File: src/common/bridge_pkg.sv
// ====================
// Latency bridge state type
// Occupancy width of the skid store
// ====================

package bridge_pkg;

        // Beats held in the two-entry skid store
        typedef enum logic [1:0] {
                BR_EMPTY = 2'd0,
                BR_ONE   = 2'd1,
                BR_TWO   = 2'd2
        } bridge_state_t;

        // Held beats plus one read in flight
        // Max sum of 3 still fits
        localparam int OCC_WIDTH = 2;

endpackage : bridge_pkg

File: src/common/sram_geom_pkg.sv
// ====================
// Buffer geometry for the source SRAM path
// Data, depth, pointer, count and size widths
// ====================

package sram_geom_pkg;

        // ====================
        // Data path
        // ====================

        // One beat on the fill and drain streams
        localparam int DATA_WIDTH = 32;

        // ====================
        // Storage
        // ====================

        // FIFO entries, a power of two so pointers wrap
        localparam int SRAM_DEPTH = 16;
        localparam int ADDR_WIDTH = $clog2(SRAM_DEPTH);

        // Counts span 0 to SRAM_DEPTH inclusive
        localparam int COUNT_WIDTH = ADDR_WIDTH + 1;

        // Request size on alloc and drain pulses
        localparam int SIZE_WIDTH = 8;

endpackage : sram_geom_pkg
File: src/common/fifo_rd_if.sv
// ====================
// FIFO read port between buffer and bridge
// ====================

interface fifo_rd_if;

        // FIFO holds at least one beat
        logic                                 not_empty;
        // Read request, legal only with not_empty
        logic                                 rd_en;
        // Registered read data, one cycle after rd_en
        logic [sram_geom_pkg::DATA_WIDTH-1:0] rd_data;
        logic                                 rd_data_valid;

        // Storage side
        modport fifo_side (
                input  rd_en,
                output not_empty, rd_data, rd_data_valid
        );

        // Consumer side
        modport bridge_side (
                input  not_empty, rd_data, rd_data_valid,
                output rd_en
        );

endinterface : fifo_rd_if

File: src/src_sram/src_sram_unit.sv
// ====================
// Source-path SRAM buffer top level
// Credit counters, FIFO, latency bridge
// ====================

module src_sram_unit (
        input  logic                                  clk,
        input  logic                                  rst_n,

        // Space allocation from the read engine
        input  logic                                  fill_alloc_req,
        input  logic [sram_geom_pkg::SIZE_WIDTH-1:0]  fill_alloc_size,
        output logic [sram_geom_pkg::COUNT_WIDTH-1:0] fill_space_free,

        // Fill data stream
        input  logic                                  fill_valid,
        output logic                                  fill_ready,
        input  logic [sram_geom_pkg::DATA_WIDTH-1:0]  fill_data,

        // Data credits to the network master
        output logic [sram_geom_pkg::COUNT_WIDTH-1:0] drain_data_avail,
        input  logic                                  drain_req,
        input  logic [sram_geom_pkg::SIZE_WIDTH-1:0]  drain_size,

        // Drain data stream
        output logic                                  drain_valid,
        input  logic                                  drain_ready,
        output logic [sram_geom_pkg::DATA_WIDTH-1:0]  drain_data
);

        // ====================
        // Internal signals
        // ====================

        logic [sram_geom_pkg::COUNT_WIDTH-1:0] space_count;
        logic                                  fill_fire;
        logic                                  drain_fire;

        fifo_rd_if u_rd_if ();

        assign fill_fire  = fill_valid && fill_ready;
        assign drain_fire = drain_valid && drain_ready;

        // ====================
        // Credit counters
        // ====================

        // Space freed as each beat leaves the unit
        credit_counter #(
                .INIT_VALUE (sram_geom_pkg::SRAM_DEPTH)
        ) u_space_cnt (
                .clk      (clk),
                .rst_n    (rst_n),
                .inc      (drain_fire),
                .dec      (fill_alloc_req),
                .dec_size (fill_alloc_size),
                .count    (space_count)
        );

        // Data made available as each beat is written
        credit_counter #(
                .INIT_VALUE (0)
        ) u_data_cnt (
                .clk      (clk),
                .rst_n    (rst_n),
                .inc      (fill_fire),
                .dec      (drain_req),
                .dec_size (drain_size),
                .count    (drain_data_avail)
        );

        // ====================
        // Data path
        // ====================

        sram_fifo u_fifo (
                .clk      (clk),
                .rst_n    (rst_n),
                .wr_valid (fill_valid),
                .wr_ready (fill_ready),
                .wr_data  (fill_data),
                .rd       (u_rd_if.fifo_side)
        );

        latency_bridge u_bridge (
                .clk     (clk),
                .rst_n   (rst_n),
                .rd      (u_rd_if.bridge_side),
                .m_valid (drain_valid),
                .m_data  (drain_data),
                .m_ready (drain_ready)
        );

        // Extra stage on the space report
        always_ff @(posedge clk or negedge rst_n) begin
                if (!rst_n) begin
                        fill_space_free <= sram_geom_pkg::COUNT_WIDTH'(sram_geom_pkg::SRAM_DEPTH);
                end else begin
                        fill_space_free <= space_count;
                end
        end

endmodule : src_sram_unit

File: src/src_sram/latency_bridge.sv
// ====================
// Latency bridge over the FIFO read port
// Two-entry skid store, valid/ready output
// ====================

module latency_bridge (
        input  logic                                 clk,
        input  logic                                 rst_n,

        // FIFO read port
        fifo_rd_if.bridge_side                       rd,

        // Drain stream
        output logic                                 m_valid,
        output logic [sram_geom_pkg::DATA_WIDTH-1:0] m_data,
        input  logic                                 m_ready
);

        // ====================
        // State
        // ====================

        bridge_pkg::bridge_state_t              state;
        bridge_pkg::bridge_state_t              state_next;

        // Read issued last cycle, data arriving now
        logic                                   pending;

        // Skid slots, slot0 is the oldest
        logic [sram_geom_pkg::DATA_WIDTH-1:0]   slot0;
        logic [sram_geom_pkg::DATA_WIDTH-1:0]   slot1;

        logic [bridge_pkg::OCC_WIDTH-1:0]       held;
        logic [bridge_pkg::OCC_WIDTH-1:0]       committed;
        logic                                   pop;

        // ====================
        // Read issue
        // ====================

        // State encoding equals beats held
        assign held      = state;
        assign committed = held + bridge_pkg::OCC_WIDTH'(pending);

        // Never more than two beats held plus in flight
        assign rd.rd_en = rd.not_empty && (committed < bridge_pkg::OCC_WIDTH'(2));

        // ====================
        // Output
        // ====================

        // Empty store passes returned data straight through
        assign m_valid = (state != bridge_pkg::BR_EMPTY) || rd.rd_data_valid;
        assign m_data  = (state != bridge_pkg::BR_EMPTY) ? slot0 : rd.rd_data;
        assign pop     = m_valid && m_ready;

        // ====================
        // Next state
        // ====================

        always_comb begin
                state_next = state;
                case (state)
                        // Stall on arrival parks the beat
                        bridge_pkg::BR_EMPTY: begin
                                if (rd.rd_data_valid && !m_ready) begin
                                        state_next = bridge_pkg::BR_ONE;
                                end
                        end
                        bridge_pkg::BR_ONE: begin
                                if (pop && !rd.rd_data_valid) begin
                                        state_next = bridge_pkg::BR_EMPTY;
                                end else if (!pop && rd.rd_data_valid) begin
                                        state_next = bridge_pkg::BR_TWO;
                                end
                        end
                        // Issue rule keeps arrivals out of a full store
                        bridge_pkg::BR_TWO: begin
                                if (pop && !rd.rd_data_valid) begin
                                        state_next = bridge_pkg::BR_ONE;
                                end
                        end
                        default: state_next = bridge_pkg::BR_EMPTY;
                endcase
        end

        always_ff @(posedge clk or negedge rst_n) begin
                if (!rst_n) begin
                        state   <= bridge_pkg::BR_EMPTY;
                        pending <= 1'b0;
                end else begin
                        state   <= state_next;
                        pending <= rd.rd_en;
                end
        end

        // ====================
        // Skid slots
        // ====================

        // Returned data fills the next free slot
        always_ff @(posedge clk) begin
                case (state)
                        bridge_pkg::BR_EMPTY: begin
                                if (rd.rd_data_valid) begin
                                        slot0 <= rd.rd_data;
                                end
                        end
                        bridge_pkg::BR_ONE: begin
                                if (pop && rd.rd_data_valid) begin
                                        slot0 <= rd.rd_data;
                                end else if (rd.rd_data_valid) begin
                                        slot1 <= rd.rd_data;
                                end
                        end
                        bridge_pkg::BR_TWO: begin
                                // Shift up on a pop
                                if (pop) begin
                                        slot0 <= slot1;
                                        if (rd.rd_data_valid) begin
                                                slot1 <= rd.rd_data;
                                        end
                                end
                        end
                        default: ;
                endcase
        end

endmodule : latency_bridge

File: src/src_sram/sram_fifo.sv
// ====================
// Register-array FIFO, one-cycle registered read
// Full flag drives the write ready
// ====================

module sram_fifo (
        input  logic                                 clk,
        input  logic                                 rst_n,

        // Write port from the read engine
        input  logic                                 wr_valid,
        output logic                                 wr_ready,
        input  logic [sram_geom_pkg::DATA_WIDTH-1:0] wr_data,

        // Read port toward the bridge
        fifo_rd_if.fifo_side                         rd
);

        // ====================
        // Storage and pointers
        // ====================

        logic [sram_geom_pkg::DATA_WIDTH-1:0]  mem [sram_geom_pkg::SRAM_DEPTH];

        // Pointers wrap at the power-of-two depth
        logic [sram_geom_pkg::ADDR_WIDTH-1:0]  wr_ptr;
        logic [sram_geom_pkg::ADDR_WIDTH-1:0]  rd_ptr;

        // Stored beats, 0 to SRAM_DEPTH
        logic [sram_geom_pkg::COUNT_WIDTH-1:0] count;

        logic                                  wr_fire;
        logic                                  rd_fire;

        // ====================
        // Status
        // ====================

        // Room while below depth
        assign wr_ready     = (count < sram_geom_pkg::COUNT_WIDTH'(sram_geom_pkg::SRAM_DEPTH));
        assign rd.not_empty = (count != '0);

        assign wr_fire = wr_valid && wr_ready;
        // Bridge only asks while not empty
        assign rd_fire = rd.rd_en && rd.not_empty;

        // ====================
        // Pointers and occupancy
        // ====================

        always_ff @(posedge clk or negedge rst_n) begin
                if (!rst_n) begin
                        wr_ptr <= '0;
                        rd_ptr <= '0;
                        count  <= '0;
                end else begin
                        if (wr_fire) begin
                                wr_ptr <= wr_ptr + 1'b1;
                        end
                        if (rd_fire) begin
                                rd_ptr <= rd_ptr + 1'b1;
                        end
                        // Simultaneous push and pop leave count alone
                        case ({wr_fire, rd_fire})
                                2'b10:   count <= count + 1'b1;
                                2'b01:   count <= count - 1'b1;
                                default: count <= count;
                        endcase
                end
        end

        // ====================
        // Array write and read
        // ====================

        always_ff @(posedge clk) begin
                if (wr_fire) begin
                        mem[wr_ptr] <= wr_data;
                end
        end

        // Output register, as a synchronous SRAM
        always_ff @(posedge clk) begin
                if (rd_fire) begin
                        rd.rd_data <= mem[rd_ptr];
                end
        end

        // Valid strobe, high for one cycle per read
        always_ff @(posedge clk or negedge rst_n) begin
                if (!rst_n) begin
                        rd.rd_data_valid <= 1'b0;
                end else begin
                        rd.rd_data_valid <= rd_fire;
                end
        end

endmodule : sram_fifo

File: src/rtl/credit_counter.sv
// ====================
// Up/down beat credit counter
// Plus one and minus size in the same cycle
// ====================

module credit_counter #(
        parameter int INIT_VALUE = 0
) (
        input  logic                                  clk,
        input  logic                                  rst_n,

        // Single-beat credit return
        input  logic                                  inc,

        // Bulk credit consumption
        input  logic                                  dec,
        input  logic [sram_geom_pkg::SIZE_WIDTH-1:0]  dec_size,

        output logic [sram_geom_pkg::COUNT_WIDTH-1:0] count
);

        // ====================
        // Next count
        // ====================

        // Sum is formed at request-size width
        logic [sram_geom_pkg::SIZE_WIDTH-1:0] sum_wide;
        logic [sram_geom_pkg::SIZE_WIDTH-1:0] dec_amount;

        // Size only counts on a pulse
        assign dec_amount = dec ? dec_size : '0;

        // Both events land on the same edge
        assign sum_wide = sram_geom_pkg::SIZE_WIDTH'(count)
                        + sram_geom_pkg::SIZE_WIDTH'(inc)
                        - dec_amount;

        // ====================
        // Count register
        // ====================

        always_ff @(posedge clk or negedge rst_n) begin
                if (!rst_n) begin
                        // Space side starts full, data side starts empty
                        count <= sram_geom_pkg::COUNT_WIDTH'(INIT_VALUE);
                end else begin
                        // Low bits hold the credit count
                        count <= sum_wide[sram_geom_pkg::COUNT_WIDTH-1:0];
                end
        end

endmodule : credit_counter

File: config.mk
export PLATFORM = sky130hd
export DESIGN_NAME = src_sram_unit
export DESIGN_NICKNAME = d
export VERILOG_FILES = /design/src/common/bridge_pkg.sv /design/src/common/sram_geom_pkg.sv /design/src/common/fifo_rd_if.sv /design/src/src_sram/src_sram_unit.sv /design/src/src_sram/latency_bridge.sv /design/src/src_sram/sram_fifo.sv /design/src/rtl/credit_counter.sv
export SDC_FILE = /design/constraint.sdc
export NUM_CORES = 1
export LEC_CHECK = 0
export BUFFER_PORTS_ARGS = -buffer_cell sky130_fd_sc_hd__buf_2
export CAP_MARGIN = 25
export CORE_MARGIN = 8
export CORE_UTILIZATION = 30
export DETAILED_ROUTE_END_ITERATION = 8
export PLACE_DENSITY = 0.52
export SLEW_MARGIN = 20
export SYNTH_ARGS = -nofsm -noshare
export SYNTH_HDL_FRONTEND = slang
export SYNTH_HIERARCHICAL = 1
export SYNTH_SLANG_ARGS = --single-unit
export TNS_END_PERCENT = 100
File: constraint.sdc
create_clock -name clk -period 4.45 [get_ports clk]
set_input_delay 0.6675 -clock clk [delete_from_list [all_inputs] [get_ports clk]]
set_output_delay 0.6675 -clock clk [all_outputs]
set_load 0.03 [all_outputs]
==> impl_metrics.csv, run 1 <==
group,metric,value,unit
clock_tree,insertion_delay,0.60,ns
synth,synth_cell_types,48,
synth,synth_edf_count,608,
pwr,p_comb_share,33.1,%
pwr,switching_share,33.1,%
pwr,p_leak,10.1,nW
critical_path,worstPathArrival,2.75,ns
status,status,"finished clean",
die,die_x,307,um
synth,yosysWarnings,6,
placed_design,place_congestion,0.705,
synth,synthTopCellsByArea,"edfxtp_1 72%, mux4_2 5.5%, mux2i_1 5.1%",
die,die_h,307,um
timing,slew_headroom,35.6,%
drt,totalWireLength,56.7,mm
synth,synth_fp_nets,1358,
clock_tree,htree_num_levels,3,
global_route,antenna_found_initial,15,
synth,synth.most_common_cell,"edfxtp_1",
critical_path,crit_path_max_fanout,17,
clock_tree,post_cts_buffers,0,
layout,multiInputGateArea,5960,um2
synth,syn-instance-count,1274,
clock_tree,cts_tree,"built",
synth,yosysTopAreaCell,"edfxtp_1",
global_route,grt_usage,11.8,%
synth,async_flop_share,5.00,%
critical_path,start_kind,"flip-flop",
synth,netlist_area,25400,um2
pwr,irDropWorstVdd,0.324,mV
synth,ys_ff_latch,640,
synth,syn_area_per_cell,20.0,um2
drt,drc,0,
global_route,grt_pass1_wl,84.5,mm
layout,design_area,29500,um2
clock_tree,cts-resized-gates,0,
timing,rsz0062_at_grt,"no",
timing,finalMaxSlewViolations,0,
critical_path,worstPathRequired,3.78,ns
critical_path,cp-end-kind,"output port",
timing,worst_slew_pin_slew,0.966,ns
timing,skew,0.0189,ns
critical_path,rrSetupSlack,1.53,ns
pwr,p_per_area,693,nW/um2
min_path,hold_path_class,"input port to asynchronous set/reset pin",
die,placementRows,107,
die,die-area,94400,um2
die,coreArea,84600,um2
synth,synthFlopType,"edfxtp_1",
die,io_pins,98,
timing,layout_min_cycle_time,3.42,ns
timing,clock.fmax,0.293,GHz
clock_tree,cts_root_buffer,"clkbuf_16",
drt,wire_per_inst,21.7,um
global_route,grt_overflow,0,
job,drv_cap,0,
drt,vias_per_cell,4.69,
placed_design,port-buffer-count,91,
pwr,seq_power_share,40.7,%
clock_tree,cts_inserted_buffers,68,
drt,drtIter0Drc,841,
critical_path,reg2regPathDepth,6,
drt,dr.pass1.iters,5,
timing,final.period_utilization,76.8,%
global_route,grt_pass1_vias,12927,
timing,hold_viol_final,0,
critical_path,crit_type,"flip-flop to output port",
placed_design,place_area,27400,um2
critical_path,r2r-start,"u_bridge/held[0]",
layout,nets,1494,
layout,drive_gt1_share,25.6,%
die,start_util,30.1,%
placed_design,dp_hpwl,33.4,mm
timing,setup_viol,0,
synth,synth_top_area_share,71.8,%
pwr,power_switching,6.77,mW
layout,seqCellArea,19100,um2
synth,synth_commonest_cells,"608 x edfxtp_1, 130 x mux2i_1, 64 x a221oi_1, 62 x mux4_2, 58 x mux2_4",
drt,antenna_left,0,
clock_tree,clockBufferDepth,3,
critical_path,r2r-end,"u_bridge/slot1[17]",
layout,area_delta_synth_final,16.0,%
global_route,grt_max_degree,65,
pwr,power.internal,13.7,mW
synth,seq_area_frac_synth,74.9,%
timing,fin_setup_tns,0,ns
clock_tree,cts_sinks,640,
clock_tree,holdBufCountCts,0,
drt,dr_total_vias,12236,
clock_tree,clk_pin_slew,0.06,ns
pwr,clkPwrFrac,26.3,%
layout,nFillCells,7993,
[logic make-up after synthesis]
group,after synthesis,share of synthesized area [%]
AND/OR/NAND/NOR,93,1.72
flip-flops,640,74.9
buffers and inverters,83,2.24
adder cells (fa/ha/maj),30,1.56
AO/OA/AOI/OAI,149,4.31
multiplexers,259,14.5
XOR/XNOR,20,0.689
[layer usage]
| layer | share of wire (%) | track usage [%] | up-vias |
|---|---|---|---|
| li1 | - | - | 5467 |
| met2 | 48 | 19.4 | 233 |
| met5 | 0.12 | 0 | - |
| met1 | 45 | 15.7 | 6438 |
| met3 | 4.5 | 2.39 | 88 |
| met4 | 2.2 | 3.87 | 10 |
[flip-flops by register name, indices dropped and copies added (netlist names)]
register / cells
u_bridge/pending: 1
u_fifo/mem: 512
u_bridge/held: 2
u_space_cnt/count: 5
u_fifo/rd.rd_data: 32
fill_space_free: 5
u_data_cnt/count: 5
u_fifo/rd_ptr: 4
u_fifo/wr_ptr: 4
u_bridge/slot0: 32
u_bridge/slot1: 32
u_fifo/rd.rd_data_valid: 1
u_fifo/count: 5
[how the worst max path moves through the flow]
stage                      from                  to  slack [ns]  depth (start not counted)
2_1_floorplan        fill_valid    u_fifo/mem[3][0]        0.56                          4
3_3_place_gp         fill_valid  u_fifo/mem[15][18]        1.20                          5
3_5_place_dp         fill_valid  u_fifo/mem[15][13]        1.15                          5
4_1_cts        u_bridge/held[0]       drain_data[0]        0.93                          4
5_1_grt        u_bridge/held[0]       drain_data[0]        0.87                          4
6_report       u_bridge/held[0]       drain_data[0]        1.03                          4
[layout by cell type, fill, tap and decap left out, types with 17 or more instances in the layout]
| master | Yosys | final |
|---|---|---|
| nand2_1 | 50 | 50 |
| ha_1 | 27 | 27 |
| a221oi_1 | 64 | 64 |
| clkbuf_1 | 21 | 17 |
| mux4_2 | 62 | 62 |
| o21ai_0 | 36 | 36 |
| edfxtp_1 | 608 | 608 |
| buf_4 | 1 | 34 |
| mux2_4 | 58 | 58 |
| mux2i_1 | 130 | 130 |
| dfrtp_1 | 30 | 28 |
| a22oi_1 | 32 | 32 |
| clkbuf_16 | 0 | 70 |
| buf_2 | 18 | 91 |
[power by group through the flow]
stage                     logic [mW]  clock network, mW  registers, mW
after floorplan                 5.03                  0           8.30
after global placement          6.80                  0           8.42
after detailed placement        6.88                  0           8.46
after CTS                       6.89               5.53           8.34
after global routing            7.31               5.74           8.43
final                           6.76               5.37           8.32
[critical path: stages, from the launching register on]
cell     delay, ns
dfrtp_1       0.54
nor2_4        0.62
buf_4         0.44
mux2_2        0.38
buf_2         0.18
[final cells by class]
type	instances	area share, %
antenna	5	0.0424
clock buffer	87	6.15
clock inverter	33	0.950
inverter	16	0.204
sequential	640	64.6
multi-input combinational	551	20.2
tap	1144	4.85
timing repair buffer	133	2.95
[through the flow]
stage	worst slack, ns	total power [mW]	cells	hold slack, ns	utilization (%)
6_report	1.03	20.4	2609	0.168	34.9
5_1_grt	0.868	21.5	2606	0.218	34.9
4_1_cts	0.925	20.8	2604	0.158	34.9
3_5_place_dp	1.15	15.3	2484	0.368	32.4
3_3_place_gp	1.20	15.2	2484	0.367	32.4
2_1_floorplan	0.560	13.3	1274	0.354	-
(Power assumes the default switching activity.)
==> run 2: changes to the inputs <==
==> constraint.sdc (replaced) <==
create_clock -name clk -period 3.6 [get_ports clk]
set_input_delay 0.54 -clock clk [delete_from_list [all_inputs] [get_ports clk]]
set_output_delay 0.54 -clock clk [all_outputs]
set_load 0.03 [all_outputs]
==> impl_metrics.csv, run 2 (same netlist as run 1, synthesis figures left out) <==
group,metric,value,unit
clock_tree,htree_num_levels,3,
pwr,switching_share,33.1,%
drt,drc,0,
pwr,power.internal,16.8,mW
clock_tree,cts_sinks,640,
pwr,seq_power_share,41.0,%
placed_design,dp_hpwl,33.5,mm
min_path,hold_path_class,"input port to asynchronous set/reset pin",
job,drv_cap,0,
placed_design,place_area,27600,um2
clock_tree,cts_tree,"built",
die,die_x,307,um
global_route,antenna_found_initial,14,
global_route,grt_max_degree,45,
die,io_pins,98,
pwr,irDropWorstVdd,0.366,mV
layout,multiInputGateArea,5990,um2
die,coreArea,84600,um2
global_route,grt_pass1_wl,84.7,mm
placed_design,port-buffer-count,91,
clock_tree,clockBufferDepth,3,
clock_tree,cts_root_buffer,"clkbuf_16",
global_route,grt_use_met3,2.50,%
layout,nFillCells,7929,
drt,dr.pass1.iters,4,
timing,hold_viol_final,0,
placed_design,place_congestion,0.724,
drt,wire_per_inst,21.9,um
timing,clock.fmax,0.327,GHz
pwr,p_per_area,848,nW/um2
global_route,use_met2,20.1,%
clock_tree,post_cts_buffers,0,
layout,seqCellArea,19100,um2
layout,regMostFlops,"u_fifo/mem",
timing,finalMaxSlewViolations,0,
drt,totalWireLength,57.1,mm
pwr,clkPwrFrac,25.1,%
clock_tree,clk_pin_slew,0.06,ns
timing,skew,0.0211,ns
critical_path,worstPathRequired,3.06,ns
die,die-area,94400,um2
drt,antenna_left,0,
global_route,met1_usage,15.7,%
timing,final.period_utilization,84.9,%
timing,layout_min_cycle_time,3.06,ns
pwr,p_leak,10.1,nW
clock_tree,cts_inserted_buffers,67,
placed_design,pre_cts_ws,0.847,ns
critical_path,start_kind,"flip-flop",
drt,vias_per_cell,4.66,
status,status,"finished clean",
pwr,power.total,25.1,mW
critical_path,worstPathArrival,2.52,ns
drt,dr_total_vias,12160,
global_route,grt_overflow,0,
die,die_h,307,um
global_route,top_usage_layer,"met2",
layout,area_delta_synth_final,16.3,%
drt,drtIter0Drc,789,
layout,largest_reg_flops,512,
global_route,grt_usage,12.0,%
die,start_util,30.1,%
pwr,p_comb_share,34.0,%
die,placementRows,107,
timing,setup_viol,0,
layout,design_area,29600,um2
critical_path,cp-end-kind,"output port",
timing,rsz0062_at_grt,"no",
timing,fin_setup_tns,0,ns
clock_tree,cts-resized-gates,0,
timing,worst_slew_pin_slew,0.798,ns
timing,slew_headroom,46.8,%
layout,nets,1501,
critical_path,crit_path_max_fanout,27,
global_route,grt_pass1_vias,12750,
clock_tree,holdBufCountCts,0,
timing,fin_ws,0.542,ns
layout,drive_gt1_share,25.6,%
layout,final_common_cell,"edfxtp_1",
clock_tree,insertion_delay,0.59,ns
pwr,power_switching,8.31,mW
critical_path,crit_type,"flip-flop to output port",
layout,mostFrequentLayoutCells,"608 x edfxtp_1, 130 x mux2i_1, 91 x buf_2",
==> run 2: worst paths after layout <==
path / to / slack [ns] / start / cells after the start
worst max-delay path: drain_data[0] / 0.54 / u_bridge/held[0] / 4
worst min-delay path: u_fifo/count[4] / 0.06 / rst_n / 1
worst max register to register: u_fifo/count[4] / 0.82 / u_bridge/held[0] / 11
worst min register to register: fill_space_free[0] / 0.38 / u_space_cnt/count[0] / 0
max in group asynchronous: u_fifo/rd_ptr[0] / 2.96 / rst_n / 1
min in group clk: u_fifo/mem[8][31] / 0.33 / fill_data[31] / 1
==> run 2: area by class of cell <==
class | instances | area share, %
diodes | 2 | 0.0169
clock inverters | 31 | 0.588
well taps | 1144 | 4.84
inverters | 16 | 0.203
flip-flops and latches | 640 | 64.4
clock buffers | 86 | 6.05
repair buffers | 141 | 3.61
multi-input cells | 551 | 20.2
==> run 2: per-layer routing <==
layer / routed length, um / vias to the layer above
li1: - / 5474
met1: 24800 / 6312
met2: 28100 / 265
met3: 3080 / 93
met4: 1080 / 16
met5: 100 / -
==> run 2: power by group through the flow <==
stage,Sequential [mW],Clock [mW],Combinational [mW]
after floorplan,10.2,0,6.23
after global routing,10.4,6.77,9.22
after detailed placement,10.5,0,8.67
after CTS,10.3,6.49,8.70
final,10.3,6.28,8.51
after global placement,10.4,0,8.61
==> run 2: critical path: stages (launching register included) <==
cell and delay (ns):
dfrtp_1 0.55, nor2_4 0.32, buf_4 0.48, mux2_2 0.39
buf_2 0.18
==> run 2: through the flow <==
| stage | hold slack, ns | utilization [%] | std cells |
|---|---|---|---|
| after floorplan | 0.244 | - | 1274 |
| after global placement | 0.367 | 32.6 | 2492 |
| after detailed placement | 0.367 | 32.6 | 2492 |
| after CTS | 0.0492 | 35.0 | 2609 |
| after global routing | 0.0991 | 35.0 | 2609 |
| final | 0.0623 | 35.0 | 2611 |
